`config.mk`:
```
export PLATFORM = sky130hd
export DESIGN_NAME = range_monitor_top
export DESIGN_NICKNAME = d
export VERILOG_FILES = /design/src/hdl/range_pkg.sv /design/src/hdl/sample_capture.sv /design/src/hdl/sample_fifo.sv /design/src/hdl/range_regs.sv /design/src/hdl/range_checker.sv /design/src/hdl/range_monitor_top.sv
export VERILOG_INCLUDE_DIRS = /design/src /design/src/hdl
export SDC_FILE = /design/constraint.sdc
export NUM_CORES = 1
export LEC_CHECK = 0
export ABC_AREA = 1
export BUFFER_PORTS_ARGS = -buffer_cell sky130_fd_sc_hd__buf_2
export CAP_MARGIN = 0
export CORE_ASPECT_RATIO = 1.25
export CORE_MARGIN = 2
export CORE_UTILIZATION = 35
export DETAILED_ROUTE_END_ITERATION = 12
export HOLD_SLACK_MARGIN = 0.08
export SLEW_MARGIN = 20
export SYNTH_ARGS = -nofsm -noshare
export SYNTH_HDL_FRONTEND = slang
export SYNTH_HIERARCHICAL = 1
export SYNTH_SLANG_ARGS = --single-unit
export TNS_END_PERCENT = 30
```
`constraint.sdc`:
```
create_clock -name clk -period 2.8 [get_ports clk]
set_input_delay 0 -clock clk [delete_from_list [all_inputs] [get_ports clk]]
set_output_delay 0 -clock clk [all_outputs]
set_load 0.02 [all_outputs]
```
`src/hdl/range_consts.svh`:
```
// Widths and depths of the range monitor, included by the package, RTL and testbench
`ifndef RANGE_CONSTS_SVH
`define RANGE_CONSTS_SVH

// Sample payload and sequence tag
`define SAMPLE_W 8
`define SEQ_W 8

// Saturating event and drop counters
`define CNT_W 16

// Sample buffer entries, power of two
`define FIFO_DEPTH 8

// APB register port
`define APB_AW 5
`define APB_DW 32

`endif

```
`src/hdl/range_pkg.sv`:
```
// Types shared by the range monitor RTL and testbench, compiled before the modules
package range_pkg;

`include "range_consts.svh"

    // Tagged sample from capture through the FIFO to the checker
    typedef struct packed {
        logic                 chan;
        logic [`SEQ_W-1:0]    seq;
        logic [`SAMPLE_W-1:0] data;
    } sample_t;

    // Result of one range check
    typedef struct packed {
        logic                 chan;
        logic [`SEQ_W-1:0]    seq;
        logic [`SAMPLE_W-1:0] data;
        logic                 below;
        logic                 above;
    } alarm_t;

    // Inclusive bounds of both channels
    typedef struct packed {
        logic [`SAMPLE_W-1:0] low0;
        logic [`SAMPLE_W-1:0] high0;
        logic [`SAMPLE_W-1:0] low1;
        logic [`SAMPLE_W-1:0] high1;
    } bounds_t;

    // APB byte address map
    typedef enum logic [`APB_AW-1:0] {
        REG_CTRL  = 'h00,
        REG_LOW0  = 'h04,
        REG_HIGH0 = 'h08,
        REG_LOW1  = 'h0C,
        REG_HIGH1 = 'h10,
        REG_EVT0  = 'h14,
        REG_EVT1  = 'h18,
        REG_DROP  = 'h1C
    } reg_addr_e;

endpackage

```
`src/hdl/sample_capture.sv`:
```
// Input capture stage: registers samples, tags them with a sequence number, pushes or drops
`timescale 1ns/1ps

`include "range_consts.svh"

module sample_capture
    import range_pkg::*;
(
    input  logic                 clk,
    input  logic                 rst_n,
    input  logic                 in_valid,
    input  logic                 in_chan,
    input  logic [`SAMPLE_W-1:0] in_data,
    input  logic                 full,
    output logic                 push_valid,
    output sample_t              push_item,
    output logic                 drop_inc
);

    logic              valid_q;
    sample_t           item_q;
    logic [`SEQ_W-1:0] seq_cnt;

    // Every accepted sample takes a tag, even when it ends up dropped
    always_ff @(posedge clk or negedge rst_n) begin
        if (!rst_n) begin
            valid_q <= 1'b0;
            seq_cnt <= '0;
        end else begin
            valid_q <= in_valid;
            if (in_valid) begin
                seq_cnt <= seq_cnt + 1'b1;
            end
        end
    end

    // Payload register
    always_ff @(posedge clk) begin
        if (in_valid) begin
            item_q.chan <= in_chan;
            item_q.seq  <= seq_cnt;
            item_q.data <= in_data;
        end
    end

    // Full at the push edge turns the push into a drop
    assign push_valid = valid_q & ~full;
    assign drop_inc   = valid_q & full;
    assign push_item  = item_q;

endmodule

```
`src/hdl/sample_fifo.sv`:
```
// Show-ahead FIFO of tagged samples between the capture stage and the checker
`timescale 1ns/1ps

`include "range_consts.svh"

module sample_fifo
    import range_pkg::*;
(
    input  logic    clk,
    input  logic    rst_n,
    input  logic    push_valid,
    input  sample_t push_item,
    input  logic    pop,
    output sample_t pop_item,
    output logic    full,
    output logic    empty
);

    localparam int AW = $clog2(`FIFO_DEPTH);

    sample_t       mem [`FIFO_DEPTH];
    logic [AW:0]   wr_ptr;
    logic [AW:0]   rd_ptr;
    logic          do_push;
    logic          do_pop;

    assign do_push = push_valid & ~full;
    assign do_pop  = pop & ~empty;

    // Extra pointer bit tells a full buffer from an empty one
    assign empty = (wr_ptr == rd_ptr);
    assign full  = (wr_ptr[AW] != rd_ptr[AW]) &&
                   (wr_ptr[AW-1:0] == rd_ptr[AW-1:0]);

    always_ff @(posedge clk or negedge rst_n) begin
        if (!rst_n) begin
            wr_ptr <= '0;
            rd_ptr <= '0;
        end else begin
            if (do_push) begin
                wr_ptr <= wr_ptr + 1'b1;
            end
            if (do_pop) begin
                rd_ptr <= rd_ptr + 1'b1;
            end
        end
    end

    // Storage
    always_ff @(posedge clk) begin
        if (do_push) begin
            mem[wr_ptr[AW-1:0]] <= push_item;
        end
    end

    // Head entry is visible while not empty
    assign pop_item = mem[rd_ptr[AW-1:0]];

endmodule

```
`src/hdl/range_regs.sv`:
```
// APB register block with enable, per-channel bounds and saturating event and drop counters
`timescale 1ns/1ps

`include "range_consts.svh"

module range_regs
    import range_pkg::*;
(
    input  logic               clk,
    input  logic               rst_n,
    input  logic               psel,
    input  logic               penable,
    input  logic               pwrite,
    input  logic [`APB_AW-1:0] paddr,
    input  logic [`APB_DW-1:0] pwdata,
    output logic [`APB_DW-1:0] prdata,
    output logic               pready,
    output logic               pslverr,
    output logic               enable,
    output bounds_t            bounds,
    input  logic               evt0_inc,
    input  logic               evt1_inc,
    input  logic               drop_inc
);

    reg_addr_e         addr;
    logic              mapped;
    logic              access;
    logic              wr;
    logic [`CNT_W-1:0] evt0_cnt;
    logic [`CNT_W-1:0] evt1_cnt;
    logic [`CNT_W-1:0] drop_cnt;

    // Clear beats increment, counting stops at all ones
    function automatic logic [`CNT_W-1:0] next_count(input logic [`CNT_W-1:0] cnt,
                                                     input logic clr,
                                                     input logic inc);
        if (clr) begin
            return '0;
        end else if (inc && (cnt != '1)) begin
            return cnt + 1'b1;
        end
        return cnt;
    endfunction

    assign addr    = reg_addr_e'(paddr);
    assign access  = psel & penable;
    assign wr      = access & pwrite & mapped;
    assign pready  = 1'b1;
    assign pslverr = access & ~mapped;

    // Address decode and read mux
    always_comb begin
        mapped = 1'b1;
        prdata = '0;
        case (addr)
            REG_CTRL:  prdata = {{(`APB_DW-1){1'b0}}, enable};
            REG_LOW0:  prdata = {{(`APB_DW-`SAMPLE_W){1'b0}}, bounds.low0};
            REG_HIGH0: prdata = {{(`APB_DW-`SAMPLE_W){1'b0}}, bounds.high0};
            REG_LOW1:  prdata = {{(`APB_DW-`SAMPLE_W){1'b0}}, bounds.low1};
            REG_HIGH1: prdata = {{(`APB_DW-`SAMPLE_W){1'b0}}, bounds.high1};
            REG_EVT0:  prdata = {{(`APB_DW-`CNT_W){1'b0}}, evt0_cnt};
            REG_EVT1:  prdata = {{(`APB_DW-`CNT_W){1'b0}}, evt1_cnt};
            REG_DROP:  prdata = {{(`APB_DW-`CNT_W){1'b0}}, drop_cnt};
            default:   mapped = 1'b0;
        endcase
    end

    // Control and bounds, full range after reset
    always_ff @(posedge clk or negedge rst_n) begin
        if (!rst_n) begin
            enable       <= 1'b0;
            bounds.low0  <= '0;
            bounds.high0 <= '1;
            bounds.low1  <= '0;
            bounds.high1 <= '1;
        end else if (wr) begin
            case (addr)
                REG_CTRL:  enable       <= pwdata[0];
                REG_LOW0:  bounds.low0  <= pwdata[`SAMPLE_W-1:0];
                REG_HIGH0: bounds.high0 <= pwdata[`SAMPLE_W-1:0];
                REG_LOW1:  bounds.low1  <= pwdata[`SAMPLE_W-1:0];
                REG_HIGH1: bounds.high1 <= pwdata[`SAMPLE_W-1:0];
                default:   ;
            endcase
        end
    end

    // Any write to a counter address clears it
    always_ff @(posedge clk or negedge rst_n) begin
        if (!rst_n) begin
            evt0_cnt <= '0;
            evt1_cnt <= '0;
            drop_cnt <= '0;
        end else begin
            evt0_cnt <= next_count(evt0_cnt, wr && (addr == REG_EVT0), evt0_inc);
            evt1_cnt <= next_count(evt1_cnt, wr && (addr == REG_EVT1), evt1_inc);
            drop_cnt <= next_count(drop_cnt, wr && (addr == REG_DROP), drop_inc);
        end
    end

endmodule

```
`src/hdl/range_checker.sv`:
```
// Range checker: pops the FIFO and compares each sample to its channel bounds in three stages
`timescale 1ns/1ps

`include "range_consts.svh"

module range_checker
    import range_pkg::*;
(
    input  logic    clk,
    input  logic    rst_n,
    input  logic    enable,
    input  bounds_t bounds,
    input  logic    empty,
    input  sample_t pop_item,
    output logic    pop,
    output logic    alarm_valid,
    output alarm_t  alarm,
    output logic    evt0_inc,
    output logic    evt1_inc
);

    logic                 s1_valid;
    sample_t              s1_item;
    logic [`SAMPLE_W-1:0] s1_low;
    logic [`SAMPLE_W-1:0] s1_high;

    logic                 s2_valid;
    sample_t              s2_item;
    logic                 s2_below;
    logic                 s2_above;

    // One pop per cycle whenever the head is valid
    assign pop = enable & ~empty;

    // Valid chain
    always_ff @(posedge clk or negedge rst_n) begin
        if (!rst_n) begin
            s1_valid    <= 1'b0;
            s2_valid    <= 1'b0;
            alarm_valid <= 1'b0;
            evt0_inc    <= 1'b0;
            evt1_inc    <= 1'b0;
        end else begin
            s1_valid    <= pop;
            s2_valid    <= s1_valid;
            alarm_valid <= s2_valid;
            evt0_inc    <= s2_valid & ~s2_item.chan & (s2_below | s2_above);
            evt1_inc    <= s2_valid & s2_item.chan & (s2_below | s2_above);
        end
    end

    // Stage 1 picks the bounds of the sample's channel
    always_ff @(posedge clk) begin
        if (pop) begin
            s1_item <= pop_item;
            s1_low  <= pop_item.chan ? bounds.low1 : bounds.low0;
            s1_high <= pop_item.chan ? bounds.high1 : bounds.high0;
        end
    end

    // Stage 2 compares, bounds themselves are in range
    always_ff @(posedge clk) begin
        if (s1_valid) begin
            s2_item  <= s1_item;
            s2_below <= (s1_item.data < s1_low);
            s2_above <= (s1_item.data > s1_high);
        end
    end

    // Stage 3 result word
    always_ff @(posedge clk) begin
        if (s2_valid) begin
            alarm.chan  <= s2_item.chan;
            alarm.seq   <= s2_item.seq;
            alarm.data  <= s2_item.data;
            alarm.below <= s2_below;
            alarm.above <= s2_above;
        end
    end

endmodule

```
`src/hdl/range_monitor_top.sv`:
```
// Two-channel sample range monitor top: capture, FIFO, checker and APB register block
`timescale 1ns/1ps

`include "range_consts.svh"

module range_monitor_top
    import range_pkg::*;
(
    input  logic                 clk,
    input  logic                 rst_n,
    input  logic                 in_valid,
    input  logic                 in_chan,
    input  logic [`SAMPLE_W-1:0] in_data,
    input  logic                 psel,
    input  logic                 penable,
    input  logic                 pwrite,
    input  logic [`APB_AW-1:0]   paddr,
    input  logic [`APB_DW-1:0]   pwdata,
    output logic [`APB_DW-1:0]   prdata,
    output logic                 pready,
    output logic                 pslverr,
    output logic                 alarm_valid,
    output alarm_t               alarm
);

    logic    push_valid;
    sample_t push_item;
    logic    full;
    logic    empty;
    logic    pop;
    sample_t pop_item;
    logic    enable;
    bounds_t bounds;
    logic    evt0_inc;
    logic    evt1_inc;
    logic    drop_inc;

    sample_capture u_capture (
        .clk(clk), .rst_n(rst_n),
        .in_valid(in_valid), .in_chan(in_chan), .in_data(in_data),
        .full(full), .push_valid(push_valid), .push_item(push_item),
        .drop_inc(drop_inc)
    );

    sample_fifo u_fifo (
        .clk(clk), .rst_n(rst_n),
        .push_valid(push_valid), .push_item(push_item),
        .pop(pop), .pop_item(pop_item), .full(full), .empty(empty)
    );

    range_checker u_checker (
        .clk(clk), .rst_n(rst_n), .enable(enable), .bounds(bounds),
        .empty(empty), .pop_item(pop_item), .pop(pop),
        .alarm_valid(alarm_valid), .alarm(alarm),
        .evt0_inc(evt0_inc), .evt1_inc(evt1_inc)
    );

    range_regs u_regs (
        .clk(clk), .rst_n(rst_n),
        .psel(psel), .penable(penable), .pwrite(pwrite),
        .paddr(paddr), .pwdata(pwdata), .prdata(prdata),
        .pready(pready), .pslverr(pslverr),
        .enable(enable), .bounds(bounds),
        .evt0_inc(evt0_inc), .evt1_inc(evt1_inc), .drop_inc(drop_inc)
    );

endmodule

```
==> results of run 1 <==
## power groups by stage
stage	Combinational (mW)	Sequential (mW)	Clock [mW]
floorplan	2.05	6.27	0
global placement	2.55	6.41	0
global route	2.97	6.41	4.96
detailed placement	2.60	6.44	0
finish	2.62	6.34	4.64
CTS	2.65	6.34	4.79
## layer usage
metal  global-route usage, %  share of wire (%)  vias to the layer above
met3                   2.211                3.9                       54
met2                   27.28                 51                      224
met4                   5.705                3.3                        0
li1                        -                  -                     5045
met5                       0                  0                        -
met1                   19.25                 42                     4916
## layout make-up
class / instances / share of cell area [%]
Timing Repair Buffer: 112 / 4.513
Multi-Input combinational cell: 954 / 28.16
Clock buffer: 43 / 5.205
Inverter: 103 / 2.264
Tap cell: 559 / 4.069
Clock inverter: 19 / 1.536
Sequential cell: 327 / 54.25
## cell families (layout without fill, tap and decap cells)
group | Yosys count | in the layout | synth area share [%]
AO/OA/AOI/OAI | 189 | 189 | 7.286
XOR/XNOR | 17 | 17 | 1.000
adder cells (fa/ha/maj) | 21 | 21 | 1.765
buffers and inverters | 164 | 277 | 5.294
flip-flops | 327 | 327 | 62.62
multiplexers | 17 | 17 | 1.538
other | 2 | 17 | 0.05044
AND/OR/NAND/NOR | 693 | 693 | 20.45
## worst min-delay path by stage
| stage | to | slack, ns | cells past startpoint |
|---|---|---|---|
| global placement | u_regs/evt0_cnt[12] | 0.07 | 1 |
| finish | u_regs/evt0_cnt[12] | 0.07 | 2 |
| detailed placement | u_regs/evt0_cnt[12] | 0.08 | 1 |
| CTS | u_regs/drop_cnt[7] | 0.08 | 7 |
| floorplan | u_capture/seq_cnt[0] | -0.30 | 0 |
| global route | u_regs/evt0_cnt[12] | 0.15 | 2 |
## synth_stat cells, drive strengths merged
cell and count:
o221ai 8, inv 101, o21bai 4, a21oi 13
nand3b 1, dfstp 16, a31oi 1, edfxtp 224
xnor2 1, clkinv 2, nand3 49, mux2 17
nor2 172, nand4 50, a21o 1, nor3b 1
or2 1, o21ai 125, conb 2, dfrtp 87
o22ai 37, ha 21, nor3 3, xor2 16
clkbuf 9, buf 52, nand2 416
## metrics by stage
stage | cells | util, %
after floorplan | 1445 | -
after global placement | 2028 | 37.49
after detailed placement | 2028 | 37.49
after CTS | 2117 | 40.89
after global routing | 2117 | 40.89
final | 2117 | 40.89
## flip-flops by register name (all words and copies together), names as in the netlist, 16 cells and up
name                 count
u_fifo/mem             136
u_regs/bounds           32
u_checker/alarm         19
u_capture/push_item     17
u_checker/s1_item       17
u_checker/s2_item       17
u_regs/drop_cnt         16
u_regs/evt0_cnt         16
u_regs/evt1_cnt         16
## cell usage in the layout, fill, tap and decap left out, types with 3 or more instances in the layout
master	instances
a21oi_1	12
buf_2	63
buf_4	20
bufinv_16	4
clkbuf_1	8
clkbuf_16	34
clkinv_1	5
clkinv_4	4
conb_1	17
dfrtp_1	86
dfstp_2	16
dlygate4sd3_1	27
edfxtp_1	224
ha_1	21
inv_1	89
inv_2	11
mux2_2	6
mux2_4	10
nand2_1	398
nand2_2	15
nand2_4	3
nand3_1	46
nand4_1	49
nor2_1	151
nor2_2	6
nor2_4	14
o21ai_0	72
o21ai_1	43
o21ai_2	9
o21bai_1	4
o221ai_1	8
o22ai_1	37
xor2_1	16
==> flow_metrics.py, run 1 <==
metrics = {
    "worst_setup_path": {
        "critPathKind": "primary input to flop",
        "crit_cells": 12,
        "reg2reg_from": "u_fifo/rd_ptr[1]",
        "crit_fanout": 15,
        "worst_r2r_path_depth": 10,
        "crit_family": "buffers and inverters",
        "r2r_end": "u_fifo/mem[4][4]",
        "crit_chain": "dlygate4sd3_1 -> buf_2 -> nor2_8 -> dlygate4sd3_1 -> nand2_4 -> dlygate4sd3_1 -> nor2_4 -> inv_2 -> o21ai_4 -> inv_2 -> nand2_1 -> nand2_1",
        "cp.arrival_ns": 2.99,
        "end_kind": "flop",
        "path_common_cell": "dlygate4sd3_1",
        "required_ns": 3.23,
        "critical_path.startpoint": "paddr[0]",
        "critPathCapture": "u_regs/evt0_cnt[15]",
        "crit_path_start_kind": "primary input",
        "r2r_slack_ns": 0.45,
        "cp_slowest_stage_delay_ns": 0.66,
        "critPathSlowestCell": "dlygate4sd3_1",
        "cp_num_buf_inv": 6,
    },
    "logic_synthesis": {
        "post-synth-top-area-fraction_pct": 45.18,
        "synth.cell_area_um2": 14890,
        "ys_seq_elements": 327,
        "synth_area_per_cell_um2": 10.41,
        "syn-instance-count": 1430,
        "yosysSeqAreaShare_pct": 62.62,
        "yosysTopAreaCell": "edfxtp_1",
        "synthTopCellsByArea": "edfxtp_1 45%, dfrtp_1 15%, nand2_1 10%, nor2_1 3.8%, dfstp_2 2.8%",
        "ys_warn_count": 6,
        "yosysUniqueCellTypes": 50,
    },
    "timing": {
        "worst_slew_pin_slew_ns": 0.8553,
        "max-slew-margin-rel_pct": 42.98,
        "finClkSkew_ns": 0.03165,
        "fmax_mhz": 390.5,
        "setup_viol": 0,
        "min_period_ns": 2.561,
        "fin_crit_sh_pct": 91.47,
        "timing.final.ws_setup_ns": 0.2389,
        "finalHoldViolCount": 0,
        "fin_hold_ws_ns": 0.06552,
        "report.final.slew_viol_count": 0,
        "setup_tns_ns": 0,
        "grt_setup_unrepaired": "no",
    },
    "placement": {
        "dp.final_hpwl_um": 22780,
        "preCtsSetupSlack_ns": 0.4706,
        "postPlaceCellArea_um2": 15760,
        "port_buffers": 64,
        "place_congestion": 0.8834,
    },
    "grt": {
        "grt_pass1_wl_um": 54500,
        "grt_overflow": 0,
        "grt_max_degree": 62,
        "grt_pass1_vias": 10120,
        "grt_use_total_pct": 15.50,
        "antenna_found_initial": 0,
    },
    "die": {
        "die_area_um2": 44220,
        "design.core.area_um2": 42040,
        "start_util_pct": 35.42,
        "die_w_um": 188.5,
        "die_y_um": 234.6,
        "io_pins": 106,
        "num_rows": 84,
    },
    "run_status": {
        "outcome": "finished clean",
    },
    "cts": {
        "clk_pin_slew_ns": 0.06,
        "clk_latency_ns": 0.54,
        "clock-sinks": 327,
        "cts_htree_levels": 2,
        "cts_made_buffers": 34,
        "cts_hold_buf": 27,
        "postCtsSetupBuffers": 0,
        "cts_max_path_buffers": 3,
        "cts_root_buffer": "clkbuf_16",
        "cts_resized": 0,
        "tritoncts": "done",
    },
    "final_layout": {
        "antenna_cells": 0,
        "stdcell_area_um2": 17190,
        "multiInputGateArea_um2": 4841,
        "drive_gt1_share_pct": 15.28,
        "fin_nets": 1605,
        "n_fill_cell": 4010,
        "areaGrowthSynthToFinish_pct": 15.45,
        "seq_area_um2": 9325,
    },
    "pwr": {
        "combPwrFrac_pct": 19.3,
        "p_switching_mw": 4.148,
        "leakagePower_nw": 6.852,
        "p_sw_share_pct": 30.49,
        "seqPwrFrac_pct": 46.6,
        "powerDensity_nw_per_um2": 791.3,
        "internal_power_mw": 9.454,
        "irDropWorstVdd_v": 0.0004137,
        "clkPwrFrac_pct": 34.1,
        "total_power_mw": 13.60,
    },
    "drt": {
        "vias": 10240,
        "finalWirelength_um": 34180,
        "ant_nets": 0,
        "post_drt_wl_per_cell_um": 16.14,
        "drt-pass1-iter-count": 6,
        "drc_errors": 0,
        "via_per_inst": 4.837,
        "drtIter0Drc": 672,
    },
    "worst_hold_path": {
        "min_path_type": "primary input to async pin",
    },
    "job": {
        "maxCapViolCount": 0,
    },
}
No activity file was read; power rests on OpenSTA's default activity.
==> inputs of run 2 (changes only) <==
--- a/config.mk
+++ b/config.mk
@@ -10,7 +10,6 @@
 export BUFFER_PORTS_ARGS = -buffer_cell sky130_fd_sc_hd__buf_2
 export CAP_MARGIN = 0
 export CORE_ASPECT_RATIO = 1.25
-export CORE_MARGIN = 2
 export CORE_UTILIZATION = 35
 export DETAILED_ROUTE_END_ITERATION = 12
 export HOLD_SLACK_MARGIN = 0.08
==> flow_metrics.py, run 2 (synthesis gave the netlist of run 1 again) <==
metrics = {
    "run_status": {
        "outcome": "finished clean",
    },
    "grt": {
        "grt_max_degree": 72,
        "grt_overflow": 0,
        "grt_pass1_vias": 10160,
        "grt_pass1_wl_um": 54230,
        "grt.met2_usage_pct": 28.33,
        "global_route.usage.met3_pct": 2.368,
        "antenna_found_initial": 0,
        "grtUsageMet1_pct": 19.26,
        "grt-busiest-layer": "met2",
        "grt_use_total_pct": 15.77,
    },
    "timing": {
        "grt_setup_unrepaired": "no",
        "timing.final.ws_setup_ns": 0.3043,
        "finalHoldViolCount": 0,
        "report.final.slew_viol_count": 0,
        "min_period_ns": 2.496,
        "setup_tns_ns": 0,
        "setup_viol": 0,
        "fmax_mhz": 400.7,
        "worst_slew_pin_slew_ns": 0.8997,
        "max-slew-margin-rel_pct": 40.02,
        "finClkSkew_ns": 0.02267,
        "fin_crit_sh_pct": 89.13,
    },
    "drt": {
        "drc_errors": 0,
        "drt-pass1-iter-count": 5,
        "finalWirelength_um": 34140,
        "post_drt_wl_per_cell_um": 16.12,
        "via_per_inst": 4.873,
        "drtIter0Drc": 736,
        "vias": 10320,
        "ant_nets": 0,
    },
    "cts": {
        "cts_htree_levels": 2,
        "cts_made_buffers": 35,
        "cts_resized": 0,
        "clock-sinks": 327,
        "clk_latency_ns": 0.54,
        "cts_max_path_buffers": 3,
        "tritoncts": "done",
        "cts_root_buffer": "clkbuf_16",
        "clk_pin_slew_ns": 0.06,
    },
    "final_layout": {
        "final_common_cell": "nand2_1",
        "fin_nets": 1607,
        "areaGrowthSynthToFinish_pct": 15.77,
        "n_fill_cell": 4082,
        "largest_register_ffs": 136,
        "most-common-layout-cells": "398 x nand2_1, 224 x edfxtp_1, 151 x nor2_1",
        "drive_gt1_share_pct": 15.33,
        "antenna_cells": 0,
    },
    "worst_setup_path": {
        "cp.arrival_ns": 2.71,
        "critPathKind": "flop to flop",
        "r2r_end": "u_fifo/mem[4][2]",
        "r2r_slack_ns": 0.30,
        "crit_fanout": 14,
        "crit_path_start_kind": "flop",
        "worst_r2r_path_depth": 9,
        "end_kind": "flop",
        "required_ns": 3.02,
        "reg2reg_from": "u_fifo/rd_ptr[1]",
        "critical_path.startpoint": "u_fifo/rd_ptr[1]",
    },
    "die": {
        "design.core.area_um2": 42040,
        "num_rows": 84,
        "start_util_pct": 35.42,
        "io_pins": 106,
        "die_w_um": 186.5,
        "die_y_um": 232.6,
        "die_area_um2": 43380,
    },
    "job": {
        "maxCapViolCount": 0,
    },
    "worst_hold_path": {
        "hp-start": "pwrite",
        "whs_endpoint": "u_regs/evt0_cnt[7]",
        "min_path_type": "primary input to flop",
        "whs_path_depth": 8,
    },
    "pwr": {
        "leakagePower_nw": 6.876,
        "powerDensity_nw_per_um2": 793.4,
        "irDropWorstVdd_v": 0.0004696,
    },
    "placement": {
        "place_congestion": 0.8763,
        "port_buffers": 64,
        "preCtsSetupSlack_ns": 0.3485,
        "dp.final_hpwl_um": 23080,
    },
}
run 2: cell count changes in the layout (fill, tap and decap cells not counted), sizes merged:
cell and change:
clkinvlp +1, buf +2, clkbuf -1, dlygate4sd3 -1
run 2: final cells by class:
class	count	area, um2	share of cell area [%]
inverter	103	389.1	2.257
timing repair buffer	113	805.8	4.674
sequential	327	9325	54.10
tap	559	699.4	4.057
clock inverter	20	244.0	1.415
multi-input combinational	954	4841	28.08
clock buffer	42	933.4	5.415
run 2: how the worst max path moves through the flow:
stage                       end  cells after the start  slack [ns]
6_report       u_fifo/mem[4][2]                      9        0.30
5_1_grt        u_fifo/mem[7][6]                     12        0.14
4_1_cts        u_fifo/mem[4][4]                      9        0.34
3_5_place_dp   u_fifo/mem[4][0]                      9        0.35
3_3_place_gp   u_fifo/mem[4][0]                     10        0.39
2_1_floorplan  u_fifo/mem[4][0]                      9        0.27
run 2: through the flow:
| stage | area, um2 | total power, mW | util, % | hold WS, ns | instances |
|---|---|---|---|---|---|
| final | 17240 | 13.68 | 41.00 | 0.1042 | 2118 |
| after global routing | 17240 | 14.35 | 41.00 | 0.1443 | 2118 |
| after CTS | 17240 | 13.80 | 41.00 | 0.08648 | 2118 |
| after detailed placement | 15780 | 9.043 | 37.54 | -0.005862 | 2029 |
| after global placement | 15780 | 8.958 | 37.54 | -0.01715 | 2029 |
| after floorplan | 14950 | 8.321 | - | -0.2956 | 1445 |
run 2: what timing repair did:
| action | 4_1_cts | 5_1_grt |
|---|---|---|
| buffers inserted | 0 | 0 |
| endpoints found under the hold margin | 153 | 0 |
| hold buffers | 27 | 0 |
run 2: report_power, final:
part           switching (mW)  leakage, nW  internal, mW
clock                    1.93        0.564          2.78
combinational            1.75         2.97         0.860
sequential              0.448         3.34          5.91
total                    4.13         6.88          9.55
run 2: per-layer routing:
layer  vias up  share of wire, %
met4         0               2.5
met2       243                51
met3        53               4.2
li1       5049                 -
met5         -                 0
met1      4975                42
run 2: worst max-delay path, cell delays in order, from the launching register on:
cell and delay [ns]:
dfrtp_1 0.59, nand2_1 0.14, nand2_2 0.11, clkinv_1 0.10
nand4_4 0.12, inv_1 0.07, nor2_1 0.36, nand3_2 0.17
nor2_1 0.22, buf_4 0.29
